File: src/design/eeprom_pkg.sv
package eeprom_pkg;

    // memory geometry of a 2 KB part
    localparam int ADDR_W = 11;
    localparam int DATA_W = 8;

    typedef logic [ADDR_W-1:0] addr_t;
    typedef logic [DATA_W-1:0] data_t;

    // device type code, upper nibble of every control byte
    localparam logic [3:0] DEV_TAG = 4'b1010;

    // host operation, value doubles as the r/w bit
    typedef enum logic
    {
        OP_WRITE = 1'b0,
        OP_READ  = 1'b1
    } op_e;

    // byte level bus commands, sequencer to bit engine
    typedef enum logic [1:0]
    {
        CMD_START = 2'd0,   // start or repeated start
        CMD_STOP  = 2'd1,
        CMD_WRITE = 2'd2,   // byte out, ack in
        CMD_READ  = 2'd3    // byte in, ack out
    } bus_cmd_e;

endpackage

File: src/design/host_port.sv
`timescale 1ns/1ps
module host_port (
    input  logic                 CLK,
    input  logic                 RESET,
    input  logic                 req,
    input  eeprom_pkg::op_e      op,
    input  eeprom_pkg::addr_t    addr,
    input  eeprom_pkg::data_t    wdata,
    output logic                 ack,
    output eeprom_pkg::data_t    rdata,
    output logic                 nack_err,
    output logic                 start,
    output eeprom_pkg::op_e      start_op,
    output eeprom_pkg::addr_t    start_addr,
    output eeprom_pkg::data_t    start_wdata,
    input  logic                 finish,
    input  eeprom_pkg::data_t    result_data,
    input  logic                 result_nack
);

    typedef enum logic [1:0]
    {
        HP_IDLE,
        HP_BUSY,
        HP_ACK
    } hp_state_e;

    hp_state_e state;

    always_ff @(posedge CLK)
    begin
        if (RESET)
        begin
            state    <= HP_IDLE;
            ack      <= 1'b0;
            start    <= 1'b0;
            nack_err <= 1'b0;
        end
        else
        begin
            start <= 1'b0;
            case (state)
                HP_IDLE:
                begin
                    if (req)   // ack is already low here
                    begin
                        start <= 1'b1;
                        state <= HP_BUSY;
                    end
                end
                HP_BUSY:
                begin
                    if (finish)
                    begin
                        ack      <= 1'b1;
                        nack_err <= result_nack;
                        state    <= HP_ACK;
                    end
                end
                HP_ACK:
                begin
                    if (!req)   // host has seen ack
                    begin
                        ack   <= 1'b0;
                        state <= HP_IDLE;
                    end
                end
                default: state <= HP_IDLE;
            endcase
        end
    end

    // request and result registers
    always_ff @(posedge CLK)
    begin
        if (state == HP_IDLE && req)
        begin
            start_op    <= op;
            start_addr  <= addr;
            start_wdata <= wdata;
        end
        if (state == HP_BUSY && finish)
            rdata <= result_data;   // held while ack is high
    end

endmodule

File: src/design/eeprom_sequencer.sv
`timescale 1ns/1ps
module eeprom_sequencer (
    input  logic                      CLK,
    input  logic                      RESET,
    input  logic                      start,
    input  eeprom_pkg::op_e           start_op,
    input  eeprom_pkg::addr_t         start_addr,
    input  eeprom_pkg::data_t         start_wdata,
    output logic                      finish,
    output eeprom_pkg::data_t         result_data,
    output logic                      result_nack,
    output logic                      cmd_valid,
    output eeprom_pkg::bus_cmd_e      cmd,
    output eeprom_pkg::data_t         tx_byte,
    output logic                      tx_nack,
    input  logic                      cmd_done,
    input  eeprom_pkg::data_t         rx_byte,
    input  logic                      rx_nack
);

    // one-hot transaction states
    localparam logic [8:0] S_IDLE    = 9'b0_0000_0001;
    localparam logic [8:0] S_START   = 9'b0_0000_0010;
    localparam logic [8:0] S_CTRL_W  = 9'b0_0000_0100;
    localparam logic [8:0] S_ADDR    = 9'b0_0000_1000;
    localparam logic [8:0] S_DATA_W  = 9'b0_0001_0000;
    localparam logic [8:0] S_RESTART = 9'b0_0010_0000;
    localparam logic [8:0] S_CTRL_R  = 9'b0_0100_0000;
    localparam logic [8:0] S_DATA_R  = 9'b0_1000_0000;
    localparam logic [8:0] S_STOP    = 9'b1_0000_0000;

    logic [8:0]            state;
    logic                  issued;   // command of this state sent to the engine
    eeprom_pkg::bus_cmd_e  cmd_d;
    eeprom_pkg::data_t     byte_d;
    logic                  nack_d;
    logic [2:0]            page;

    assign page = start_addr[eeprom_pkg::ADDR_W-1:8];   // block select bits

    // command belonging to each state
    always_comb
    begin
        cmd_d  = eeprom_pkg::CMD_WRITE;
        byte_d = '0;
        nack_d = 1'b0;
        case (state)
            S_START, S_RESTART: cmd_d = eeprom_pkg::CMD_START;
            S_CTRL_W:  byte_d = {eeprom_pkg::DEV_TAG, page, 1'b0};
            S_ADDR:    byte_d = start_addr[7:0];
            S_DATA_W:  byte_d = start_wdata;
            S_CTRL_R:  byte_d = {eeprom_pkg::DEV_TAG, page, 1'b1};
            S_DATA_R:
            begin
                cmd_d  = eeprom_pkg::CMD_READ;
                nack_d = 1'b1;   // single byte, master ends with nack
            end
            S_STOP:    cmd_d = eeprom_pkg::CMD_STOP;
            default:   cmd_d = eeprom_pkg::CMD_WRITE;
        endcase
    end

    always_ff @(posedge CLK)
    begin
        if (RESET)
        begin
            state       <= S_IDLE;
            issued      <= 1'b0;
            cmd_valid   <= 1'b0;
            finish      <= 1'b0;
            result_nack <= 1'b0;
        end
        else
        begin
            cmd_valid <= 1'b0;
            finish    <= 1'b0;
            if (state == S_IDLE)
            begin
                if (start)
                begin
                    result_nack <= 1'b0;
                    state       <= S_START;
                end
            end
            else if (!issued)
            begin
                cmd_valid <= 1'b1;
                issued    <= 1'b1;
            end
            else if (cmd_done)
            begin
                issued <= 1'b0;
                if (cmd == eeprom_pkg::CMD_WRITE && rx_nack)
                    result_nack <= 1'b1;
                case (state)
                    S_START:   state <= S_CTRL_W;
                    S_CTRL_W:  state <= rx_nack ? S_STOP : S_ADDR;
                    S_ADDR:
                    begin
                        if (rx_nack)
                            state <= S_STOP;
                        else if (start_op == eeprom_pkg::OP_READ)
                            state <= S_RESTART;
                        else
                            state <= S_DATA_W;
                    end
                    S_DATA_W:  state <= S_STOP;
                    S_RESTART: state <= S_CTRL_R;
                    S_CTRL_R:  state <= rx_nack ? S_STOP : S_DATA_R;
                    S_DATA_R:  state <= S_STOP;
                    S_STOP:
                    begin
                        finish <= 1'b1;
                        state  <= S_IDLE;
                    end
                    default:   state <= S_IDLE;
                endcase
            end
        end
    end

    // command payload and read result
    always_ff @(posedge CLK)
    begin
        if (state != S_IDLE && !issued)
        begin
            cmd     <= cmd_d;
            tx_byte <= byte_d;
            tx_nack <= nack_d;
        end
        if (state == S_DATA_R && issued && cmd_done)
            result_data <= rx_byte;
    end

endmodule

File: src/design/i2c_bit_engine.sv
`timescale 1ns/1ps
module i2c_bit_engine #(
    parameter int CLK_DIV = 4   // clocks per quarter scl period
) (
    input  logic                      CLK,
    input  logic                      RESET,
    input  logic                      cmd_valid,
    input  eeprom_pkg::bus_cmd_e      cmd,
    input  eeprom_pkg::data_t         tx_byte,
    input  logic                      tx_nack,
    output logic                      cmd_done,
    output eeprom_pkg::data_t         rx_byte,
    output logic                      rx_nack,
    output logic                      scl,
    output logic                      sda_oe,
    input  logic                      sda_in
);

    localparam int QW = $clog2(CLK_DIV + 1);
    localparam logic [QW-1:0] Q_LAST = QW'(CLK_DIV - 1);

    logic                  busy;
    logic [QW-1:0]         qcnt;      // clocks within a quarter
    logic [1:0]            quarter;
    logic [3:0]            bcnt;      // bit within the command
    logic [3:0]            last_bit;
    logic                  bit_end;
    logic                  sample;
    logic                  is_byte;
    eeprom_pkg::bus_cmd_e  cmd_q;
    eeprom_pkg::data_t     tx_sh;
    logic                  tx_nack_q;
    logic                  scl_d;
    logic                  sda_oe_d;

    assign is_byte  = (cmd_q == eeprom_pkg::CMD_WRITE) || (cmd_q == eeprom_pkg::CMD_READ);
    assign last_bit = is_byte ? 4'd8 : 4'd0;
    assign bit_end  = busy && qcnt == Q_LAST && quarter == 2'd3;
    // bus lags the counters by one clock, so this is the last clock of quarter two
    assign sample   = busy && qcnt == '0 && quarter == 2'd2;

    // bus levels for the current quarter
    always_comb
    begin
        scl_d    = scl;
        sda_oe_d = sda_oe;
        if (busy)
        begin
            case (cmd_q)
                eeprom_pkg::CMD_START:
                begin
                    // scl held in the first quarter, so no spurious edge from idle
                    if (quarter != 2'd0)
                        scl_d = (quarter != 2'd3);
                    sda_oe_d = quarter[1];   // sda falls while scl high
                end
                eeprom_pkg::CMD_STOP:
                begin
                    scl_d    = (quarter != 2'd0);   // stays high into idle
                    sda_oe_d = !quarter[1];         // sda rises while scl high
                end
                eeprom_pkg::CMD_WRITE:
                begin
                    scl_d    = quarter == 2'd1 || quarter == 2'd2;
                    sda_oe_d = (bcnt == 4'd8) ? 1'b0 : !tx_sh[eeprom_pkg::DATA_W-1];
                end
                default:
                begin
                    scl_d    = quarter == 2'd1 || quarter == 2'd2;
                    sda_oe_d = (bcnt == 4'd8) ? !tx_nack_q : 1'b0;
                end
            endcase
        end
    end

    always_ff @(posedge CLK)
    begin
        if (RESET)
        begin
            busy     <= 1'b0;
            cmd_done <= 1'b0;
            qcnt     <= '0;
            quarter  <= 2'd0;
            bcnt     <= 4'd0;
            scl      <= 1'b1;
            sda_oe   <= 1'b0;
        end
        else
        begin
            cmd_done <= 1'b0;
            scl      <= scl_d;
            sda_oe   <= sda_oe_d;
            if (!busy)
            begin
                if (cmd_valid)
                begin
                    busy    <= 1'b1;
                    qcnt    <= '0;
                    quarter <= 2'd0;
                    bcnt    <= 4'd0;
                end
            end
            else if (qcnt == Q_LAST)
            begin
                qcnt    <= '0;
                quarter <= quarter + 2'd1;
                if (quarter == 2'd3)
                begin
                    if (bcnt == last_bit)
                    begin
                        busy     <= 1'b0;
                        cmd_done <= 1'b1;
                    end
                    else
                        bcnt <= bcnt + 4'd1;
                end
            end
            else
                qcnt <= qcnt + 1'b1;
        end
    end

    // shift registers
    always_ff @(posedge CLK)
    begin
        if (!busy && cmd_valid)
        begin
            cmd_q     <= cmd;
            tx_sh     <= tx_byte;
            tx_nack_q <= tx_nack;
        end
        else if (bit_end)
            tx_sh <= {tx_sh[eeprom_pkg::DATA_W-2:0], 1'b0};   // msb first

        if (sample)
        begin
            if (bcnt == 4'd8)
                rx_nack <= sda_in;   // high means no ack
            else if (cmd_q == eeprom_pkg::CMD_READ)
                rx_byte <= {rx_byte[eeprom_pkg::DATA_W-2:0], sda_in};
        end
    end

endmodule

File: src/design/eeprom_ctrl_top.sv
`timescale 1ns/1ps
module eeprom_ctrl_top #(
    parameter int CLK_DIV = 4
) (
    input  logic                 CLK,
    input  logic                 RESET,
    input  logic                 req,
    input  eeprom_pkg::op_e      op,
    input  eeprom_pkg::addr_t    addr,
    input  eeprom_pkg::data_t    wdata,
    output logic                 ack,
    output eeprom_pkg::data_t    rdata,
    output logic                 nack_err,
    output logic                 scl,
    output logic                 sda_oe,   // pulls sda low when high
    input  logic                 sda_in
);

    logic                  start;
    eeprom_pkg::op_e       start_op;
    eeprom_pkg::addr_t     start_addr;
    eeprom_pkg::data_t     start_wdata;
    logic                  finish;
    eeprom_pkg::data_t     result_data;
    logic                  result_nack;

    logic                  cmd_valid;
    eeprom_pkg::bus_cmd_e  cmd;
    eeprom_pkg::data_t     tx_byte;
    logic                  tx_nack;
    logic                  cmd_done;
    eeprom_pkg::data_t     rx_byte;
    logic                  rx_nack;

    host_port host_port_i (
        .CLK         (CLK),
        .RESET       (RESET),
        .req         (req),
        .op          (op),
        .addr        (addr),
        .wdata       (wdata),
        .ack         (ack),
        .rdata       (rdata),
        .nack_err    (nack_err),
        .start       (start),
        .start_op    (start_op),
        .start_addr  (start_addr),
        .start_wdata (start_wdata),
        .finish      (finish),
        .result_data (result_data),
        .result_nack (result_nack)
    );

    eeprom_sequencer eeprom_sequencer_i (
        .CLK         (CLK),
        .RESET       (RESET),
        .start       (start),
        .start_op    (start_op),
        .start_addr  (start_addr),
        .start_wdata (start_wdata),
        .finish      (finish),
        .result_data (result_data),
        .result_nack (result_nack),
        .cmd_valid   (cmd_valid),
        .cmd         (cmd),
        .tx_byte     (tx_byte),
        .tx_nack     (tx_nack),
        .cmd_done    (cmd_done),
        .rx_byte     (rx_byte),
        .rx_nack     (rx_nack)
    );

    i2c_bit_engine #(
        .CLK_DIV (CLK_DIV)
    ) i2c_bit_engine_i (
        .CLK       (CLK),
        .RESET     (RESET),
        .cmd_valid (cmd_valid),
        .cmd       (cmd),
        .tx_byte   (tx_byte),
        .tx_nack   (tx_nack),
        .cmd_done  (cmd_done),
        .rx_byte   (rx_byte),
        .rx_nack   (rx_nack),
        .scl       (scl),
        .sda_oe    (sda_oe),
        .sda_in    (sda_in)
    );

endmodule

File: config.mk
export PLATFORM = sky130hd
export DESIGN_NAME = eeprom_ctrl_top
export DESIGN_NICKNAME = d
export VERILOG_FILES = /design/src/design/eeprom_pkg.sv /design/src/design/host_port.sv /design/src/design/eeprom_sequencer.sv /design/src/design/i2c_bit_engine.sv /design/src/design/eeprom_ctrl_top.sv
export SDC_FILE = /design/constraint.sdc
export NUM_CORES = 1
export LEC_CHECK = 0
export BUFFER_PORTS_ARGS = -buffer_cell sky130_fd_sc_hd__buf_4
export CORE_MARGIN = 3
export CORE_UTILIZATION = 60
export DETAILED_ROUTE_END_ITERATION = 8
export PLACE_DENSITY = 0.88
export SLEW_MARGIN = 25
export SYNTH_ARGS = -nofsm -noshare
export SYNTH_HDL_FRONTEND = slang
export SYNTH_SLANG_ARGS = --single-unit
export TNS_END_PERCENT = 20
File: constraint.sdc
create_clock -name CLK -period 3.4 [get_ports CLK]
set_clock_uncertainty 0.2 [all_clocks]
set_input_delay 0 -clock CLK [delete_from_list [all_inputs] [get_ports CLK]]
set_output_delay 0 -clock CLK [all_outputs]
set_load 0.02 [all_outputs]
# Word-level counts from Yosys, hierarchy flattened
# Cells that the tools add are included.
op_classes:
  add_sub_neg: 3
  eq_ne: 31
  mux: 54
  bitwise_logic: 7
  n_reduce_logical: 44
ops:
  columns: ["operator", "n"]
  rows:
  - ["two-way mux 9 bit", 7]
  - ["case mux 9 bit (6 select lines)", 1]
  - ["case mux 8 bit (4 select lines)", 1]
  - ["two-way mux 4 bit", 6]
  - ["two-way mux 1 bit", 22]
  - ["two-way mux 8 bit", 2]
  - ["!= test 2 bit, second input constant", 7]
  - ["nonzero test 2 bit", 7]
  - ["equality test 2 bit, second input constant", 6]
  - ["two-way mux 2 bit", 6]
  - ["case mux 2 bit (3 select lines)", 2]
  - ["AND reduction 3 bit", 4]
  - ["logical AND 1 bit", 11]
  - ["equality test 9 x 1 -> 1 bit, second input constant", 1]
  - ["equality test 9 x 2 -> 1 bit, second input constant", 1]
  - ["equality test 9 x 3 -> 1 bit, second input constant", 1]
  - ["equality test 9 x 4 -> 1 bit, second input constant", 1]
  - ["equality test 9 x 5 -> 1 bit, second input constant", 1]
  - ["equality test 9 x 6 -> 1 bit, second input constant", 1]
  - ["equality test 9 x 7 -> 1 bit, second input constant", 1]
  - ["equality test 9 x 8 -> 1 bit, second input constant", 1]
  - ["equality test 9 bit, second input constant", 1]
  - ["two-way mux 3 bit", 3]
  - ["!= test 9 x 1 -> 1 bit, second input constant", 1]
  - ["other kinds (20)", 44]
word_totals:
  ff_bits: 98
  input_bits: 24
  out_inout_bits: 12

# Depth between registers and ports, before layout
# Gate-level depths: netlist of run 1.
logic_depth:
  depth_word: 8
  ltp_mapped: 6
  mapped_depth_nobuf: 6

# Cells and area by module
# From an unflattened synthesis of run 1, not the netlist that was laid out.
unflattened:
  hier_cells: 303
  hier_area_um2: 4087.7
modules_own_cells:
  columns: ["module", "n_inst", "cells_each", "area_per_inst_um2", "seq_area_each_um2"]
  rows:
  - ["eeprom_sequencer", 1, 134, 1549.0, 830.8]
  - ["i2c_bit_engine", 1, 121, 1492.7, 860.8]
  - ["host_port", 1, 48, 1046.0, 940.9]

# Least setup slack after synthesis of run 1
# Ideal clock, no wire load.
synth_timing:
  path_kind: "register to register"
  startpoint: "register eeprom_sequencer_i.state[8]"
  endpoint: "register eeprom_sequencer_i.result_data[0], enable pin"
  setup_ns: 0.332
  arrival_ns: 1.494
  required_ns: 2.868
  path_slack_ns: 1.374
  path_stages_with_launch: 6
  n_path_buf: 1
  period_less_slack_ns: 2.026
  cell_sequence: "dfxtp_1 > buf_2 > or3_1 > nor3_1 > and3_1 > and3_1"
synth_via:
  elab_chain_cells: 3
synth_rtl:
  columns: ["element", "line", "text"]
  rows:
  - ["from (decl)", "eeprom_sequencer.sv:32", "logic [8:0] state;"]
  - ["from (signal assigned)", "eeprom_sequencer.sv:97", "S_CTRL_W: state <= rx_nack ? S_STOP : S_ADDR;"]
  - ["from (signal assigned)", "eeprom_sequencer.sv:109", "S_CTRL_R: state <= rx_nack ? S_STOP : S_DATA_R;"]
  - ["equality test 9 x 8 -> 1 bit", "eeprom_sequencer.sv:131", "if (state == S_DATA_R && issued && cmd_done)"]
  - ["logical AND 1 bit (2 in series)", "eeprom_sequencer.sv:131", null]
  - ["to (signal assigned)", "eeprom_sequencer.sv:132", "result_data <= rx_byte;"]
  - ["to (decl)", "eeprom_sequencer.sv:10", "output eeprom_pkg::data_t result_data,"]
# Every way passes these cells.
# A chain may end at the register's enable or synchronous reset.

# Worst setup path after layout of run 1
layout_timing:
  startpoint: "register eeprom_sequencer_i.state[3]"
  endpoint: "register eeprom_sequencer_i.result_data[5], enable pin"
# Same word-level chain as after synthesis.

==> results.md, run 1 <==
- Wirelength per Cell: 16.7 µm
- Die Span X: 87.0 µm
- Clock buffer depth: 2
- Starting density of the core: 64.2%
- Slew Limit Fails: 0
- Max-Cap Viols: 0
- Worst-Margin Slew: 0.789 ns
- Power Total: 2160 µW
- Commonest cells post-synth: edfxtp_1 (67), nand2_1 (33), dfxtp_1 (31), nor2_1 (16), inv_1 (14)
- Synth cell types: 52
- Synthesized cell area: 3940 µm²
- Antenna Nets Post-Route: 0
- CTS resizes: 0
- Vias/cell: 5.90
- Largest net degree at the start of global routing: 29
- Core area: 6130 µm²
- Worst-Skew Late Latency: 0.36 ns
- Setup-failing EPs final: 0
- Met1 GRT Util: 23.7%
- M2 GR Usage: 36.4%
- Area Growth Syn to Fin: 17.5%
- Most common cell in the netlist: edfxtp_1
- Seq/Total Area, Yosys: 66.9%
- Syn avg cell area: 12.7 µm²
- RePlAce Congestion: 0.900
- Yosys warning count: 0
- GR Util met3: 6.24%
- Tot GR Track Use: 20.8%
- Req. time, crit path: 3.22 ns
- P per Cell Area: 467 nW/µm²
- Diodes inserted: 0
- H-Tree Depth: 3
- HPWL after DPL: 4510 µm
- Slew margin rel.: 47.2%
- Synth Flop Type: edfxtp_1
- Gr ovfl total: 0
- Die Ht: 87.0 µm
- Global route hottest layer: met2
- Yosys top cell area share: 51.1%
- CTS root buf: clkbuf_8
- Synth Net Count: 340
- WS Path Type: reg2reg
- FMAX: 434 MHz
- Site row count: 28
- Fillcell total: 367
- P_leak: 0.00174 µW
- Crit path time final: 2.31 ns
- Clk sinks: 98
- Top post-synthesis cells by area: edfxtp_1 (51%), dfxtp_1 (16%), nand2_1 (3.1%), ha_1 (2.2%), nor2_1 (1.5%)
- DR vias: 2,606
- Initial DRC count: 164
- DRT Pass-1 Iters: 5
- Area of placed instances: 4200 µm²
- Die area: 7570 µm²
- Initial antenna violation count: 0
- Worst Hold Class: in2reg
- CP Max Fanout: 8
- # IOs: 36
- DR DRC count: 0
- Final worst path period share: 67.8%
- I/O Buffers: 35
- Reg clk slew, reported paths: 0.10 ns
- Design area: 4620 µm²
- Setup crit start kind: flop
- CTS tree: done
- Final hold violation count: 0
- Worst vdd ir: 316 µV
- Yosys reg bits: 98
- CTS Buf Count: 9
- Status: finished clean
- Final WL: 7390 µm
- Share of cells above drive strength 1: 16.9%
- Setup TNS: 0 ns
- RSZ-0062 raised after global routing: no
- Fin nets: 393
- Crit path arrival time: 2.12 ns
- Crit. End Element: flop
- Vias in the first global route: 2,586
- Global-route wire length before repair: 11,900 µm
- Fraction of registers with async set/reset: 0%
- Post-synth EDFFs: 67
- Synth area leader: edfxtp_1
- Cells after Synth: 309
stage by stage:
stage	util [%]	std cells	hold slack (ns)	setup slack, ns
2_1_floorplan	-	309	-0.101	1.37
3_3_place_gp	68.5	402	-0.0214	1.23
3_5_place_dp	68.5	402	-0.0205	1.14
4_1_cts	75.4	442	0.139	1.13
5_1_grt	75.4	442	0.146	0.932
6_report	75.4	442	0.166	1.09
final timing paths:
kind | depth (start not counted) | end | slack (ns) | startpoint
min | 2 | host_port_i.start_addr[1] | 0.17 | addr[1]
min reg2reg | 0 | host_port_i.rdata[7] | 0.23 | eeprom_sequencer_i.result_data[7]
max reg2reg | 4 | eeprom_sequencer_i.result_data[5] | 1.09 | eeprom_sequencer_i.state[3]
max | 4 | eeprom_sequencer_i.result_data[5] | 1.09 | eeprom_sequencer_i.state[3]
critical path, stage by stage (launching register included):
cell and delay, ns:
dfxtp_1 0.39, or3_1 0.46, nor3_1 0.27, and3_1 0.22, and3_1 0.41
layout by cell type, fill, tap and decap left out, types with 6 or more instances in the layout:
| cell | count |
|---|---|
| a21oi_1 | 11 |
| and3_1 | 6 |
| buf_4 | 37 |
| clkbuf_8 | 9 |
| dfxtp_1 | 31 |
| dlygate4sd3_1 | 24 |
| edfxtp_1 | 67 |
| ha_1 | 7 |
| inv_1 | 14 |
| nand2_1 | 33 |
| nand2b_1 | 6 |
| nand3_1 | 9 |
| nor2_1 | 16 |
| nor3_1 | 9 |
| nor4_1 | 7 |
routing by layer:
metal	part of all wire (%)	vias to the layer above
li1	-	1251
met1	41	1232
met2	51	105
met3	6.2	18
met4	2.4	0
met5	0	-
timing repair:
action,4_1_cts,5_1_grt
hold buffers,24,0
endpoints found under the hold margin,47,0
buffers inserted,0,0
area by class of cell:
| cell class | instances | area (µm²) | share of cell area, % |
|---|---|---|---|
| tap | 75 | 93.8 | 2.03 |
| clock inverter | 7 | 60.1 | 1.30 |
| inverter | 14 | 52.6 | 1.14 |
| multi-input combinational | 178 | 1140 | 24.7 |
| timing repair buffer | 61 | 518 | 11.2 |
| clock buffer | 9 | 124 | 2.68 |
| sequential | 98 | 2630 | 56.9 |
sequential cells by signal (all words and copies together) (netlist names), 2 cells and up:
signal / cells
i2c_bit_engine_i.qcnt: 3
eeprom_sequencer_i.tx_byte: 8
i2c_bit_engine_i.rx_byte: 8
eeprom_sequencer_i.result_data: 8
i2c_bit_engine_i.tx_sh: 8
eeprom_sequencer_i.cmd: 2
eeprom_sequencer_i.state: 9
i2c_bit_engine_i.bcnt: 4
host_port_i.rdata: 8
host_port_i.state: 2
i2c_bit_engine_i.cmd_q: 2
host_port_i.start_wdata: 8
host_port_i.start_addr: 11
i2c_bit_engine_i.quarter: 2
report_power, final:
part,leakage [µW],switching [µW],internal (µW)
Clock,0.0000961,415,279
Combinational,0.000776,65.4,59.5
Sequential,0.000870,25.1,1320
Total,0.00174,505,1650
cell families (layout without fill, tap and decap cells):
family / after synthesis / in the layout / synth area share, %
xor+xnor: 6 / 6 / 1.34
simple gates: 114 / 114 / 15.8
compound gates: 47 / 47 / 8.68
mux: 4 / 4 / 1.02
flops: 98 / 98 / 66.9
fa+ha+maj: 7 / 7 / 2.22
buf+inv: 33 / 91 / 4.10
Note: power is estimated with default switching activity, not from simulation.
==> run 2, diff against run 1 <==
CORE_UTILIZATION = 58   (was 60)
PLACE_DENSITY = 0.86   (was 0.88)
clock period = 2.2 ns   (was 3.4 ns; I/O delays follow)
==> run 2 against run 1 <==
  * Total power rose by 69%
  * Setup slack lost 0.98 ns
  * First-iteration DRC count is 7.9% higher
  * Non-clock buffer count grew 18
  * Die area up 3.2%
  * Worst hold slack lost 0.022 ns
  * Sequential cell count unchanged
  * Combinational power up 76%
  * Critical path depth up 1
  * Critical path type unchanged
  * Critical endpoint is now eeprom_sequencer_i.tx_byte[2]
==> results.md, run 2 (synthesized netlist as in run 1, its figures left out) <==
- Vias/cell: 5.69 (-3.4%)
- Fin nets: 411 (+4.6%)
- CP Max Fanout: 8 (unchanged)
- Slew Limit Fails: 0 (unchanged)
- Largest reg by FF count: host_port_i.start_addr
- Sequential power share: 56.5% (-5.6 points)
- Worst-Skew Late Latency: 0.36 ns (about the same)
- Multi-input combinational cell area: 1140 µm² (+0.11%)
- Largest net degree at the start of global routing: 29 (unchanged)
- Int Pwr: 2890 µW (+75%)
- Die Ht: 88.4 µm (+1.6%)
- Critical path's largest stage delay: 0.49 ns (+0.03 ns)
- Die Span X: 88.4 µm (+1.6%)
- Reg clk slew, reported paths: 0.10 ns (about the same)
- Commonest non-fill, non-tap cells in the layout: edfxtp_1 (67), buf_4 (55), nand2_1 (33)
- Worst-Margin Slew: 0.814 ns (+0.0253 ns)
- RePlAce Congestion: 0.867 (-3.7%)
- Kind of cell adding the most delay to the critical path: simple AND/OR/NAND/NOR gates
- Worst path slowest cell: nor4_1
- HPWL after DPL: 4900 µm (+8.5%)
- Biggest regs: host_port_i.start_addr: 11 flops, eeprom_sequencer_i.state: 9 flops
- Max reg flops: 11 (unchanged)
- Worst Hold Class: in2reg
- Crit-path cells: buf_4, nor4_1, and4_1, a222oi_1, inv_1
- Initial antenna violation count: 0 (unchanged)
- Fillcell total: 402 (+9.5%)
- Die area: 7810 µm² (+3.2%)
- Setup-failing EPs final: 0 (unchanged)
- Site row count: 29 (+3.6%)
- RSZ-0062 raised after global routing: no
- Clk sinks: 98 (unchanged)
- Most common cell after layout, fill and taps aside: edfxtp_1
- Initial DRC count: 177 (+7.9%)
- Area Growth Syn to Fin: 22.4%
- Clock buffer depth: 2 (unchanged)
- Share of cells above drive strength 1: 20.8% (+3.9 points)
- Worst vdd ir: 471 µV (+49%)
- Final WL: 7850 µm (+6.2%)
- Final hold violation count: 0 (unchanged)
- Clock power frac: 37.5% (+5.4 points)
- Crit. End Element: flop
- DR DRC count: 0 (unchanged)
- DR vias: 2,625 (+0.73%)
- Core area: 6460 µm² (+5.3%)
- Diodes inserted: 0 (unchanged)
- Final worst path period share: 94.9% (+27 points)
- Antenna Nets Post-Route: 0 (unchanged)
- P_leak: 0.00186 µW (+6.5%)
- H-Tree Depth: 3 (unchanged)
- Setup TNS: 0 ns (unchanged)
- Worst slack at placement: 0.117 ns (-1.02 ns)
- Crit path time final: 2.09 ns (-0.218 ns)
- CTS root buf: clkbuf_8
- Crit path arrival time: 2.11 ns (about the same)
- Switching share of total power: 20.9% (-2.5 points)
- I/O Buffers: 35 (unchanged)
- CTS Buf Count: 9 (unchanged)
- Count of buffer and inverter cells on the critical path: 2 (+2)
- Gr ovfl total: 0 (unchanged)
- Starting density of the core: 60.9% (-3.3 points)
- Setup ws final: 0.113 ns (-0.982 ns)
- FF-to-FF setup slack: 0.11 ns (-0.98 ns)
- Max-Cap Viols: 0 (unchanged)
- CTS tree: done
- # IOs: 36 (unchanged)
- Setup crit start kind: flop
- FMAX: 479 MHz (+10%)
- Tot GR Track Use: 21.5% (+0.68 points)
- Global-route wire length before repair: 12,600 µm (+5.6%)
- Combinational power share: 6.0% (+0.2 points)
- Status: finished clean
- P per Cell Area: 759 nW/µm² (+63%)
- Register Area: 2630 µm² (unchanged)
- Req. time, crit path: 2.22 ns (-1.00 ns)
- Slew margin rel.: 45.5% (-1.7 points)
- Switch Pwr: 765 µW (+51%)
- Vias in the first global route: 2,600 (+0.54%)
- DRT Pass-1 Iters: 7 (+2)
- Wirelength per Cell: 17.0 µm (+1.9%)
- WS Path Type: reg2reg
## run 2: area by class of cell
cell class | count | area share (%)
sequential | 98 | 54.6
multi-input combinational | 178 | 23.7
timing repair buffer | 79 | 13.6
clock buffer | 9 | 2.57
clock inverter | 6 | 2.39
tap | 77 | 2.00
inverter | 14 | 1.09
## run 2: power by group through the flow
stage / combinational [µW] / clock (µW) / sequential (µW)
4_1_cts: 213 / 1380 / 2060
5_1_grt: 239 / 1460 / 2070
2_1_floorplan: 109 / 0 / 2100
3_3_place_gp: 175 / 0 / 2100
3_5_place_dp: 180 / 0 / 2100
6_report: 220 / 1370 / 2070
## run 2: path summary, 6_finish.rpt
kind / start / endpoint / cells past startpoint
setup / recovery: eeprom_sequencer_i.state[1] / eeprom_sequencer_i.tx_byte[2] / 5
hold / removal: addr[10] / host_port_i.start_addr[10] / 2
setup reg to reg: eeprom_sequencer_i.state[1] / eeprom_sequencer_i.tx_byte[2] / 5
hold reg to reg: eeprom_sequencer_i.result_data[5] / host_port_i.rdata[5] / 0
## run 2: metal layers
layer	routed length, µm	GRT usage (%)	up-vias
li1	-	-	1281
met1	3140	25.4	1237
met2	4160	37.8	96
met3	403	5.12	11
met4	143	8.38	0
met5	0	0	-
## run 2: stage by stage
stage | hold WS, ns | std cells | utilization (%) | cell area [µm²] | power, µW
4_1_cts | 0.135 | 461 | 74.6 | 4820 | 3650
3_5_place_dp | -0.0207 | 422 | 67.1 | 4340 | 2290
2_1_floorplan | -0.101 | 309 | - | 3940 | 2210
3_3_place_gp | -0.0220 | 422 | 67.1 | 4340 | 2280
6_report | 0.143 | 461 | 74.6 | 4820 | 3660
5_1_grt | 0.136 | 461 | 74.6 | 4820 | 3770
## run 2: repair_timing
item | 4_1_cts | 5_1_grt
endpoints found under the hold margin | 47 | 0
setup endpoints to repair | 0 | 8
hold buffers | 24 | 0
setup buffers | 0 | 0
gates resized for setup | 0 | 1
